### config.mk
export PLATFORM = sky130hd
export DESIGN_NAME = RegExecTop
export DESIGN_NICKNAME = d
export VERILOG_FILES = /design/src/common/regPkg.sv /design/src/grf/Grf.sv /design/src/source/CmdQueue.sv /design/src/source/IssueStage.sv /design/src/source/ExecUnit.sv /design/src/source/RegExecTop.sv
export SDC_FILE = /design/constraint.sdc
export NUM_CORES = 2
export LEC_CHECK = 0
export BUFFER_PORTS_ARGS = -buffer_cell sky130_fd_sc_hd__buf_2
export CORE_UTILIZATION = 45
export CTS_BUF_LIST = sky130_fd_sc_hd__clkbuf_8
export CTS_CLUSTER_SIZE = 8
export DETAILED_ROUTE_END_ITERATION = 12
export PLACE_DENSITY = 0.72
export SYNTH_ARGS = -nofsm -noshare
export SYNTH_HDL_FRONTEND = slang
export SYNTH_HIERARCHICAL = 1
export SYNTH_SLANG_ARGS = --single-unit
### constraint.sdc
create_clock -name Clk -period 4.25 [get_ports Clk]
set_clock_uncertainty 0.2 [all_clocks]
set_input_delay 0.425 -clock Clk [delete_from_list [all_inputs] [get_ports Clk]]
set_output_delay 0.425 -clock Clk [all_outputs]
set_load 0.03 [all_outputs]
### src/common/regPkg.sv
`default_nettype none

package regPkg;

    localparam int DataWidth = 32;
    localparam int AddrWidth = 5;
    localparam int LaneCount = 4;
    localparam int LaneWidth = DataWidth / LaneCount;
    localparam int RegCount = 1 << AddrWidth;
    localparam int ImmWidth = 16;

    localparam int CmdDepth = 4;
    localparam int CmdPtrWidth = $clog2(CmdDepth);
    localparam int CmdCountWidth = $clog2(CmdDepth + 1);

    localparam int ResultCredits = 4;
    localparam int CreditWidth = $clog2(ResultCredits + 1);

    // LUI places the immediate in the upper half and clears the lower half.
    typedef enum logic [3:0] {
        OpAdd = 4'd0,
        OpSub = 4'd1,
        OpAnd = 4'd2,
        OpOr  = 4'd3,
        OpXor = 4'd4,
        OpSlt = 4'd5, // Signed compare that yields 0 or 1.
        OpLui = 4'd6
    } opT;

    // 40 bits in total.
    typedef struct packed {
        opT                   op;
        logic [AddrWidth-1:0] rd;
        logic [AddrWidth-1:0] rs;
        logic [AddrWidth-1:0] rt;
        logic                 useImm; // The immediate replaces rt as the second operand.
        logic [ImmWidth-1:0]  imm;
        logic [LaneCount-1:0] mask;   // Byte lanes of rd that are written back.
    } cmdT;

endpackage

`default_nettype wire

### src/grf/Grf.sv
`timescale 1ns/1ps
`default_nettype none

module Grf
    import regPkg::*;
(
    input  logic                 Clk,
    input  logic                 reset,
    input  logic [AddrWidth-1:0] Addr1,
    input  logic [AddrWidth-1:0] Addr2,
    input  logic [AddrWidth-1:0] WriteAddr,
    input  logic [LaneCount-1:0] WriteEnable,
    input  logic [DataWidth-1:0] WriteData,
    output logic [DataWidth-1:0] OutData1,
    output logic [DataWidth-1:0] OutData2
);

    logic [DataWidth-1:0] regs [RegCount];

    // A lane being written this cycle is forwarded, so a reader never sees the stale byte.
    function automatic logic [DataWidth-1:0] readPort(
        input logic [AddrWidth-1:0] addr,
        input logic [DataWidth-1:0] stored
    );
        logic [DataWidth-1:0] value;
        value = stored;
        for (int lane = 0; lane < LaneCount; lane++) begin
            if (WriteEnable[lane] && (WriteAddr == addr))
                value[lane*LaneWidth +: LaneWidth] = WriteData[lane*LaneWidth +: LaneWidth];
        end
        if (addr == '0)
            value = '0; // r0 is hardwired to zero.
        return value;
    endfunction

    always_comb begin
        OutData1 = readPort(Addr1, regs[Addr1]);
        OutData2 = readPort(Addr2, regs[Addr2]);
    end

    always_ff @(posedge Clk) begin
        if (reset) begin
            for (int i = 0; i < RegCount; i++)
                regs[i] <= '0;
        end else begin
            for (int lane = 0; lane < LaneCount; lane++) begin
                if (WriteEnable[lane])
                    regs[WriteAddr][lane*LaneWidth +: LaneWidth] <=
                        WriteData[lane*LaneWidth +: LaneWidth];
            end
        end
    end

    // The enables come from the writeback register, which must be clean once out of reset.
    assert property (@(posedge Clk) disable iff (reset) !$isunknown(WriteEnable))
        else $error("Grf: WriteEnable is unknown");

endmodule

`default_nettype wire

### src/source/CmdQueue.sv
`timescale 1ns/1ps
`default_nettype none

module CmdQueue
    import regPkg::*;
(
    input  logic Clk,
    input  logic reset,
    input  logic CmdValid,
    input  cmdT  CmdIn,
    input  logic Pop,
    output cmdT  Head,
    output logic NonEmpty,
    output logic CmdCredit
);

    cmdT                      mem [CmdDepth];
    logic [CmdPtrWidth-1:0]   wrPtr;
    logic [CmdPtrWidth-1:0]   rdPtr;
    logic [CmdCountWidth-1:0] count;
    logic                     full;

    assign Head = mem[rdPtr];
    assign NonEmpty = (count != '0);
    assign full = (count == CmdCountWidth'(CmdDepth));

    always_ff @(posedge Clk) begin
        if (CmdValid)
            mem[wrPtr] <= CmdIn;
    end

    always_ff @(posedge Clk) begin
        if (reset) begin
            wrPtr <= '0;
            rdPtr <= '0;
            count <= '0;
            CmdCredit <= 1'b0;
        end else begin
            CmdCredit <= Pop; // Each freed slot goes back to the sender as one credit.
            if (CmdValid)
                wrPtr <= (wrPtr == CmdPtrWidth'(CmdDepth - 1)) ? '0 : wrPtr + 1'b1;
            if (Pop)
                rdPtr <= (rdPtr == CmdPtrWidth'(CmdDepth - 1)) ? '0 : rdPtr + 1'b1;
            case ({CmdValid, Pop})
                2'b10: count <= count + 1'b1;
                2'b01: count <= count - 1'b1;
                default: count <= count;
            endcase
        end
    end

    // A push into a full queue means the sender spent a credit it did not hold.
    assert property (@(posedge Clk) disable iff (reset) !(CmdValid && full))
        else $error("CmdQueue: push while full");

    assert property (@(posedge Clk) disable iff (reset) Pop |-> NonEmpty)
        else $error("CmdQueue: pop while empty");

endmodule

`default_nettype wire

### src/source/IssueStage.sv
`timescale 1ns/1ps
`default_nettype none

module IssueStage
    import regPkg::*;
(
    input  logic                 Clk,
    input  logic                 reset,
    input  cmdT                  Head,
    input  logic                 NonEmpty,
    output logic                 Pop,
    input  logic                 ResultCredit,
    input  logic [AddrWidth-1:0] ExRd,
    input  logic                 ExValid,
    output logic [AddrWidth-1:0] ReadAddr1,
    output logic [AddrWidth-1:0] ReadAddr2,
    input  logic [DataWidth-1:0] ReadData1,
    input  logic [DataWidth-1:0] ReadData2,
    output logic                 IssValid,
    output cmdT                  IssCmd,
    output logic [DataWidth-1:0] IssOpA,
    output logic [DataWidth-1:0] IssOpB
);

    logic [CreditWidth-1:0] creditCount;
    logic                   rsHazard;
    logic                   rtHazard;
    logic                   hazard;
    logic [DataWidth-1:0]   immExt;

    assign ReadAddr1 = Head.rs;
    assign ReadAddr2 = Head.rt;

    // Only the instruction in execute can conflict. Anything older is covered by the
    // writeback bypass in the register file.
    assign rsHazard = (ExRd == Head.rs);
    assign rtHazard = (ExRd == Head.rt) && !Head.useImm;
    assign hazard = ExValid && (ExRd != '0) && (rsHazard || rtHazard);

    assign Pop = NonEmpty && (creditCount != '0) && !hazard;

    assign immExt = {{(DataWidth - ImmWidth){Head.imm[ImmWidth-1]}}, Head.imm};

    always_ff @(posedge Clk) begin
        if (reset) begin
            creditCount <= CreditWidth'(ResultCredits);
        end else begin
            case ({ResultCredit, Pop})
                2'b10: creditCount <= creditCount + 1'b1;
                2'b01: creditCount <= creditCount - 1'b1;
                default: creditCount <= creditCount;
            endcase
        end
    end

    always_ff @(posedge Clk) begin
        if (reset)
            IssValid <= 1'b0;
        else
            IssValid <= Pop;
    end

    always_ff @(posedge Clk) begin
        IssCmd <= Head;
        IssOpA <= ReadData1;
        IssOpB <= Head.useImm ? immExt : ReadData2;
    end

    // The consumer never grants more than it started with, since every result it
    // returns a credit for was issued against one.
    assert property (@(posedge Clk) disable iff (reset)
        creditCount <= CreditWidth'(ResultCredits))
        else $error("IssueStage: result credit overflow");

endmodule

`default_nettype wire

### src/source/ExecUnit.sv
`timescale 1ns/1ps
`default_nettype none

module ExecUnit
    import regPkg::*;
(
    input  logic                 Clk,
    input  logic                 reset,
    input  logic                 IssValid,
    input  cmdT                  IssCmd,
    input  logic [DataWidth-1:0] IssOpA,
    input  logic [DataWidth-1:0] IssOpB,
    output logic                 ExValid,
    output logic [AddrWidth-1:0] ExRd,
    output logic [AddrWidth-1:0] WriteAddr,
    output logic [LaneCount-1:0] WriteEnable,
    output logic [DataWidth-1:0] WriteData,
    output logic                 ResultValid,
    output logic [AddrWidth-1:0] ResultRd,
    output logic [DataWidth-1:0] ResultData,
    output logic [LaneCount-1:0] ResultMask
);

    logic [DataWidth-1:0] aluResult;
    logic                 wbValid;
    logic [AddrWidth-1:0] wbRd;
    logic [LaneCount-1:0] wbMask;
    logic [DataWidth-1:0] wbData;

    // The operands sit in the issue registers, so the execute stage is this ALU.
    always_comb begin
        case (IssCmd.op)
            OpAdd: aluResult = IssOpA + IssOpB;
            OpSub: aluResult = IssOpA - IssOpB;
            OpAnd: aluResult = IssOpA & IssOpB;
            OpOr:  aluResult = IssOpA | IssOpB;
            OpXor: aluResult = IssOpA ^ IssOpB;
            OpSlt: aluResult = {{(DataWidth - 1){1'b0}}, $signed(IssOpA) < $signed(IssOpB)};
            OpLui: aluResult = {IssCmd.imm, {(DataWidth - ImmWidth){1'b0}}};
            default: aluResult = '0;
        endcase
    end

    assign ExValid = IssValid;
    assign ExRd = IssCmd.rd;

    always_ff @(posedge Clk) begin
        if (reset)
            wbValid <= 1'b0;
        else
            wbValid <= IssValid;
    end

    always_ff @(posedge Clk) begin
        wbRd <= IssCmd.rd;
        wbMask <= IssCmd.mask;
        wbData <= aluResult;
    end

    assign WriteAddr = wbRd;
    assign WriteEnable = wbValid ? wbMask : '0;
    assign WriteData = wbData;

    // The full result is reported while the mask only limits what lands in the register file.
    assign ResultValid = wbValid;
    assign ResultRd = wbRd;
    assign ResultData = wbData;
    assign ResultMask = wbMask;

endmodule

`default_nettype wire

### src/source/RegExecTop.sv
`timescale 1ns/1ps
`default_nettype none

module RegExecTop
    import regPkg::*;
(
    input  logic                 Clk,
    input  logic                 reset,
    input  logic                 CmdValid,
    input  opT                   CmdOp,
    input  logic [AddrWidth-1:0] CmdRd,
    input  logic [AddrWidth-1:0] CmdRs,
    input  logic [AddrWidth-1:0] CmdRt,
    input  logic                 CmdUseImm,
    input  logic [ImmWidth-1:0]  CmdImm,
    input  logic [LaneCount-1:0] CmdMask,
    output logic                 CmdCredit,
    input  logic                 ResultCredit,
    output logic                 ResultValid,
    output logic [AddrWidth-1:0] ResultRd,
    output logic [DataWidth-1:0] ResultData,
    output logic [LaneCount-1:0] ResultMask
);

    cmdT                  cmdIn;
    cmdT                  head;
    logic                 nonEmpty;
    logic                 pop;
    logic [AddrWidth-1:0] exRd;
    logic                 exValid;
    logic [AddrWidth-1:0] readAddr1;
    logic [AddrWidth-1:0] readAddr2;
    logic [DataWidth-1:0] readData1;
    logic [DataWidth-1:0] readData2;
    logic                 issValid;
    cmdT                  issCmd;
    logic [DataWidth-1:0] issOpA;
    logic [DataWidth-1:0] issOpB;
    logic [AddrWidth-1:0] writeAddr;
    logic [LaneCount-1:0] writeEnable;
    logic [DataWidth-1:0] writeData;

    assign cmdIn = '{
        op:     CmdOp,
        rd:     CmdRd,
        rs:     CmdRs,
        rt:     CmdRt,
        useImm: CmdUseImm,
        imm:    CmdImm,
        mask:   CmdMask
    };

    CmdQueue queue (
        .Clk(Clk), .reset(reset),
        .CmdValid(CmdValid), .CmdIn(cmdIn),
        .Pop(pop), .Head(head), .NonEmpty(nonEmpty),
        .CmdCredit(CmdCredit)
    );

    IssueStage issue (
        .Clk(Clk), .reset(reset),
        .Head(head), .NonEmpty(nonEmpty), .Pop(pop),
        .ResultCredit(ResultCredit),
        .ExRd(exRd), .ExValid(exValid),
        .ReadAddr1(readAddr1), .ReadAddr2(readAddr2),
        .ReadData1(readData1), .ReadData2(readData2),
        .IssValid(issValid), .IssCmd(issCmd),
        .IssOpA(issOpA), .IssOpB(issOpB)
    );

    ExecUnit exec (
        .Clk(Clk), .reset(reset),
        .IssValid(issValid), .IssCmd(issCmd),
        .IssOpA(issOpA), .IssOpB(issOpB),
        .ExValid(exValid), .ExRd(exRd),
        .WriteAddr(writeAddr), .WriteEnable(writeEnable), .WriteData(writeData),
        .ResultValid(ResultValid), .ResultRd(ResultRd),
        .ResultData(ResultData), .ResultMask(ResultMask)
    );

    Grf grf (
        .Clk(Clk), .reset(reset),
        .Addr1(readAddr1), .Addr2(readAddr2),
        .WriteAddr(writeAddr), .WriteEnable(writeEnable), .WriteData(writeData),
        .OutData1(readData1), .OutData2(readData2)
    );

endmodule

`default_nettype wire

# Word level (Yosys, flattened, before mapping)

Memories as Yosys holds them, arrays and structs flattened. A register that Yosys moved wholly into a read port is not among the register bits.
Cells that the tools add are included.

Memories: 2
Bits in latches: 0
Bits in read-only memories: 0
Memory bits (writable): 1,184
Register bits after elaboration: 146
Input port bits: 44

Memories:

| memory    | words | bits a word | read ports | clocked after memory_dff | write ports | RTL line       | text |
|---|---|---|---|---|---|---|---|
| grf.regs  | 32    | 32          | 2          | 0                        | 32          | Grf.sv:18      | `logic [DataWidth-1:0] regs [RegCount];` |
| queue.mem | 4     | 40          | 1          | 1                        | 1           | CmdQueue.sv:17 | `cmdT mem [CmdDepth];` |

Divide/modulo/power cells: 0
Multiply operators: 0
Equal/unequal tests: 16
Bitwise operators: 3
Reduce and logical (&&, ||, !) cells: 25
$add $sub $neg: 8
Mux-type cells: 37
Magnitude comparators: 1
Shifts and indexed selects: 0

Operators by type and width:

| cell                | number |
|---|---|
| $pmux 32 s7         | 1 |
| $mux 32             | 3 |
| $mux 8              | 8 |
| $add 32x32->32      | 1 |
| $and 32x32->32      | 1 |
| $lt 32x32->1        | 1 |
| $or 32x32->32       | 1 |
| $reduce_or 32->1    | 1 |
| $sub 32x32->32      | 1 |
| $xor 32x32->32      | 1 |
| $eq 5x5->1          | 4 |
| $mux 1              | 16 |
| $logic_and 1x1->1   | 13 |
| $eq 4x3->1 const B  | 3 |
| $pmux 3 s2          | 2 |
| $logic_not 5->1     | 2 |
| $eq 2x2->1 const B  | 4 |
| $eq 4x2->1 const B  | 2 |
| $mux 2              | 4 |
| $mux 4              | 2 |
| $add 3x1->3 const B | 2 |
| $reduce_bool 3->1   | 2 |
| $sub 3x1->3 const B | 2 |
| $mux 5              | 1 |
| other kinds (8)     | 12 |

# Logic depth before layout (Yosys ltp)

Depth after elaboration: 8
Mapped depth: 16
Depth with buffers taken out: 13

# Modules after synthesis

Netlist, hierarchy kept.

Modules (own cells, without submodules):

| module     | cells each | area each (sq um) | instances |
|---|---|---|---|
| Grf        | 3,850      | 55,953.7          | 1 |
| CmdQueue   | 259        | 6,287.3           | 1 |
| ExecUnit   | 846        | 6,234.7           | 1 |
| IssueStage | 207        | 2,831.5           | 1 |

# Worst setup path after synthesis

Ideal clock, no wire load.

Path kind: register -> register
From: register (tool-made name)
To: register issue.creditCount[2]
Setup time: 0.132 ns
Path buffers: 2
Slack: 0.814 ns
Arrival time: 3.104 ns
Stages on the path, launching flop included: 14
Required time: 3.918 ns
Cells stage by stage: dfxtp_1 -> buf_6 -> buf_12 -> mux4_2 -> xnor2_1 -> nand4_1 -> o32ai_1 -> a21oi_1 -> ha_1 -> inv_1 -> fa_1 -> xor2_1 -> o21ai_0 -> or3b_2

RTL lines:

| element              | RTL line         | text |
|---|---|---|
| to (signal assigned) | IssueStage.sv:46 | `creditCount <= CreditWidth'(ResultCredits);` |
| to (signal assigned) | IssueStage.sv:49 | `2'b10: creditCount <= creditCount + 1'b1;` |
| to (signal assigned) | IssueStage.sv:50 | `2'b01: creditCount <= creditCount - 1'b1;` |
| to (decl)            | IssueStage.sv:25 | `logic [CreditWidth-1:0] creditCount;` |

==> summary.txt <==
Route
  – Routed vias/inst: 6.33
  – Wirelength per Cell: 30.1 µm
  – Pre-antenna DRT Iters: 9
  – Final WL: 229 mm
  – Via count: 48121
  – Post-DRT Antenna Nets: 0
  – DRC viols: 1
  – DR iter-0 viols: 6867

Clock network
  – H-tree Lvls: 4
  – Clk slew on worst S/H paths: 60 ps
  – Clk root buf: clkbuf_8
  – CTS Buf Count: 214
  – CTS tree: done
  – Post-cts sizing count: 0
  – CTS Sinks: 1333
  – CTS Buffer Depth: 3
  – Worst-Skew Late Latency: 1010 ps

STA
  – FMAX: 0.246 GHz
  – Worst-margin pin slew: 1230 ps
  – RSZ-0062 raised after global routing: no
  – Final period util: 95.5%
  – Post-layout minimum cycle time: 4060 ps
  – Total negative slack: 0 ps
  – Final hold violations: 0
  – Final slew viol count: 0
  – Slew HR: 17.6%
  – Count of final setup violators: 0

Synth
  – Syn_area_per_cell: 13.8 µm²
  – Synthesized cell area: 71100 µm²
  – Yosys warning total: 6
  – Mapped Cells: 5151
  – Syn_nets: 5312

Cells and area
  – Nets@finish: 5506
  – Final Util: 50.4%
  – Most frequent cells in the layout: edfxtp_1, and2_1, mux4_2
  – Proportion of layout cells with a drive suffix above 1: 23.9%
  – Commonest non-fill, non-tap cell in the layout: edfxtp_1
  – Area grow syn2layout: 11.1%

Global routing
  – Initial antenna violation count: 21
  – Vias in the first global route: 47207
  – First-pass GRT wire length: 328 mm
  – Largest net degree at the start of global routing: 77
  – Gr ovfl total: 0
  – GRT Util Overall: 28.5%

Placed design
  – DP HPWL: 153 mm
  – Port bufs: 86
  – Placer Congestion: 0.981

Outcome
  – Status: complete, but fails checks
  – Failing checks: DRC

Critical path
  – Slowest library cell on the worst path: nor4b_2
  – Critical path's largest stage delay: 1000 ps
  – Worst Setup End Kind: flop
  – Cell seen most often among critical-path stages: buf_4
  – Critical path type: flop to flop
  – Critical Path AT: 4770 ps
  – Worst path cell trace: mux4_4 -> buf_4 -> buf_12 -> buf_4 -> nor4b_4 -> buf_4 -> nor4b_2 -> nand2_1 -> o41ai_1 -> mux2_2
  – CP required: 4970 ps
  – Crit Path Max Fanout: 37
  – CP Launch Type: flop
  – Worst reg2reg path depth: 10

Pwr
  – Sw Ratio: 40.8%
  – Clk pwr share: 22.0%
  – Worst ir drop on vdd: 0.484 mV
  – Register share of total power: 34.3%
  – Leak: 29.2 nW
  – Pwr dens: 622 nW/µm²
  – Comb power frac: 43.8%
  – P_int: 29.0 mW
  – Switching power: 20.0 mW
  – Total Power: 49.1 mW

Worst hold path
  – Worst hold path class: flop to flop
  – Hold depth: 0

Die
  – Die Span Y: 399 µm
  – Die Footprint: 160000 µm²
  – Placeable core area: 157000 µm²
  – Initial core utilization: 45.4%
  – DIE WIDTH: 399 µm
  – Placement Rows: 145
  – Ports: 87

Job
  – Max_cap viols: 0
==> flip-flops by register name, indices dropped and copies added (netlist names), named ones only <==
register / flops
exec/ResultData: 32
exec/ResultMask: 4
exec/ResultRd: 5
exec/ResultValid: 1
grf/regs: 1024
issue/IssCmd: 29
issue/IssOpA: 32
issue/IssOpB: 32
issue/IssValid: 1
issue/creditCount: 3
queue/CmdCredit: 1
queue/count: 3
queue/mem: 160
queue/rdPtr: 2
queue/wrPtr: 2
==> routing by layer <==
| metal | part of all wire, % | GRT usage (%) | wire length (µm) | vias to the layer above |
|---|---|---|---|---|
| met1 | 36 | 36.8 | 83500 | 24231 |
| met5 | 0.14 | 0 | 322 | - |
| met3 | 12 | 8.17 | 28500 | 639 |
| li1 | - | - | - | 19907 |
| met2 | 46 | 43.8 | 105000 | 3300 |
| met4 | 5.2 | 14.2 | 12000 | 44 |
==> repair_timing <==
action	in CTS	in global routing
hold buffers	86	0
hold endpoints to repair	213	0
setup buffers	0	0
==> per-stage QoR <==
stage | std cells | area, µm² | hold WS, ps | setup WS, ps
after floorplan | 5151 | 71100 | 110 | 826
after global placement | 7101 | 73900 | 112 | 187
after detailed placement | 7101 | 73900 | 113 | 248
after CTS | 7580 | 78900 | 128 | 206
after global routing | 7584 | 78900 | 134 | 24.2
final | 7601 | 78900 | 128 | 193
==> path summary, 6_finish.rpt <==
check | start | endpoint | slack [ps]
max reg2reg | flop | issue/IssOpB[1]$_DFF_P_ | 190
min | issue/IssCmd[1]$_DFF_P_ | exec/ResultMask[1]$_DFF_P_ | 130
max | flop | issue/IssOpB[1]$_DFF_P_ | 190
min reg2reg | issue/IssCmd[1]$_DFF_P_ | exec/ResultMask[1]$_DFF_P_ | 130
==> layout make-up <==
| type | instances | area [µm²] |
|---|---|---|
| tap | 2058 | 2570 |
| clock inverter | 157 | 876 |
| antenna | 21 | 52.6 |
| timing repair buffer | 406 | 3280 |
| fill | 13073 | 77600 |
| sequential | 1333 | 38500 |
| clock buffer | 236 | 3250 |
| inverter | 124 | 465 |
| multi-input combinational | 3266 | 29900 |
==> power by group through the flow <==
stage	clock (mW)	combinational [mW]	sequential, mW
floorplan	0	14.6	16.3
global placement	0	20.7	17.0
detailed placement	0	20.8	17.0
CTS	10.9	20.9	16.7
global route	11.5	22.4	16.9
finish	10.8	21.5	16.8
==> worst max-delay path, delay by kind of cell (launching register included) <==
family,cells,cell delay [ps]
mux,2,670
compound gates,1,150
buf+inv,4,1090
simple gates,3,1210
flops,1,610
Power figures use the tool's default switching activity.
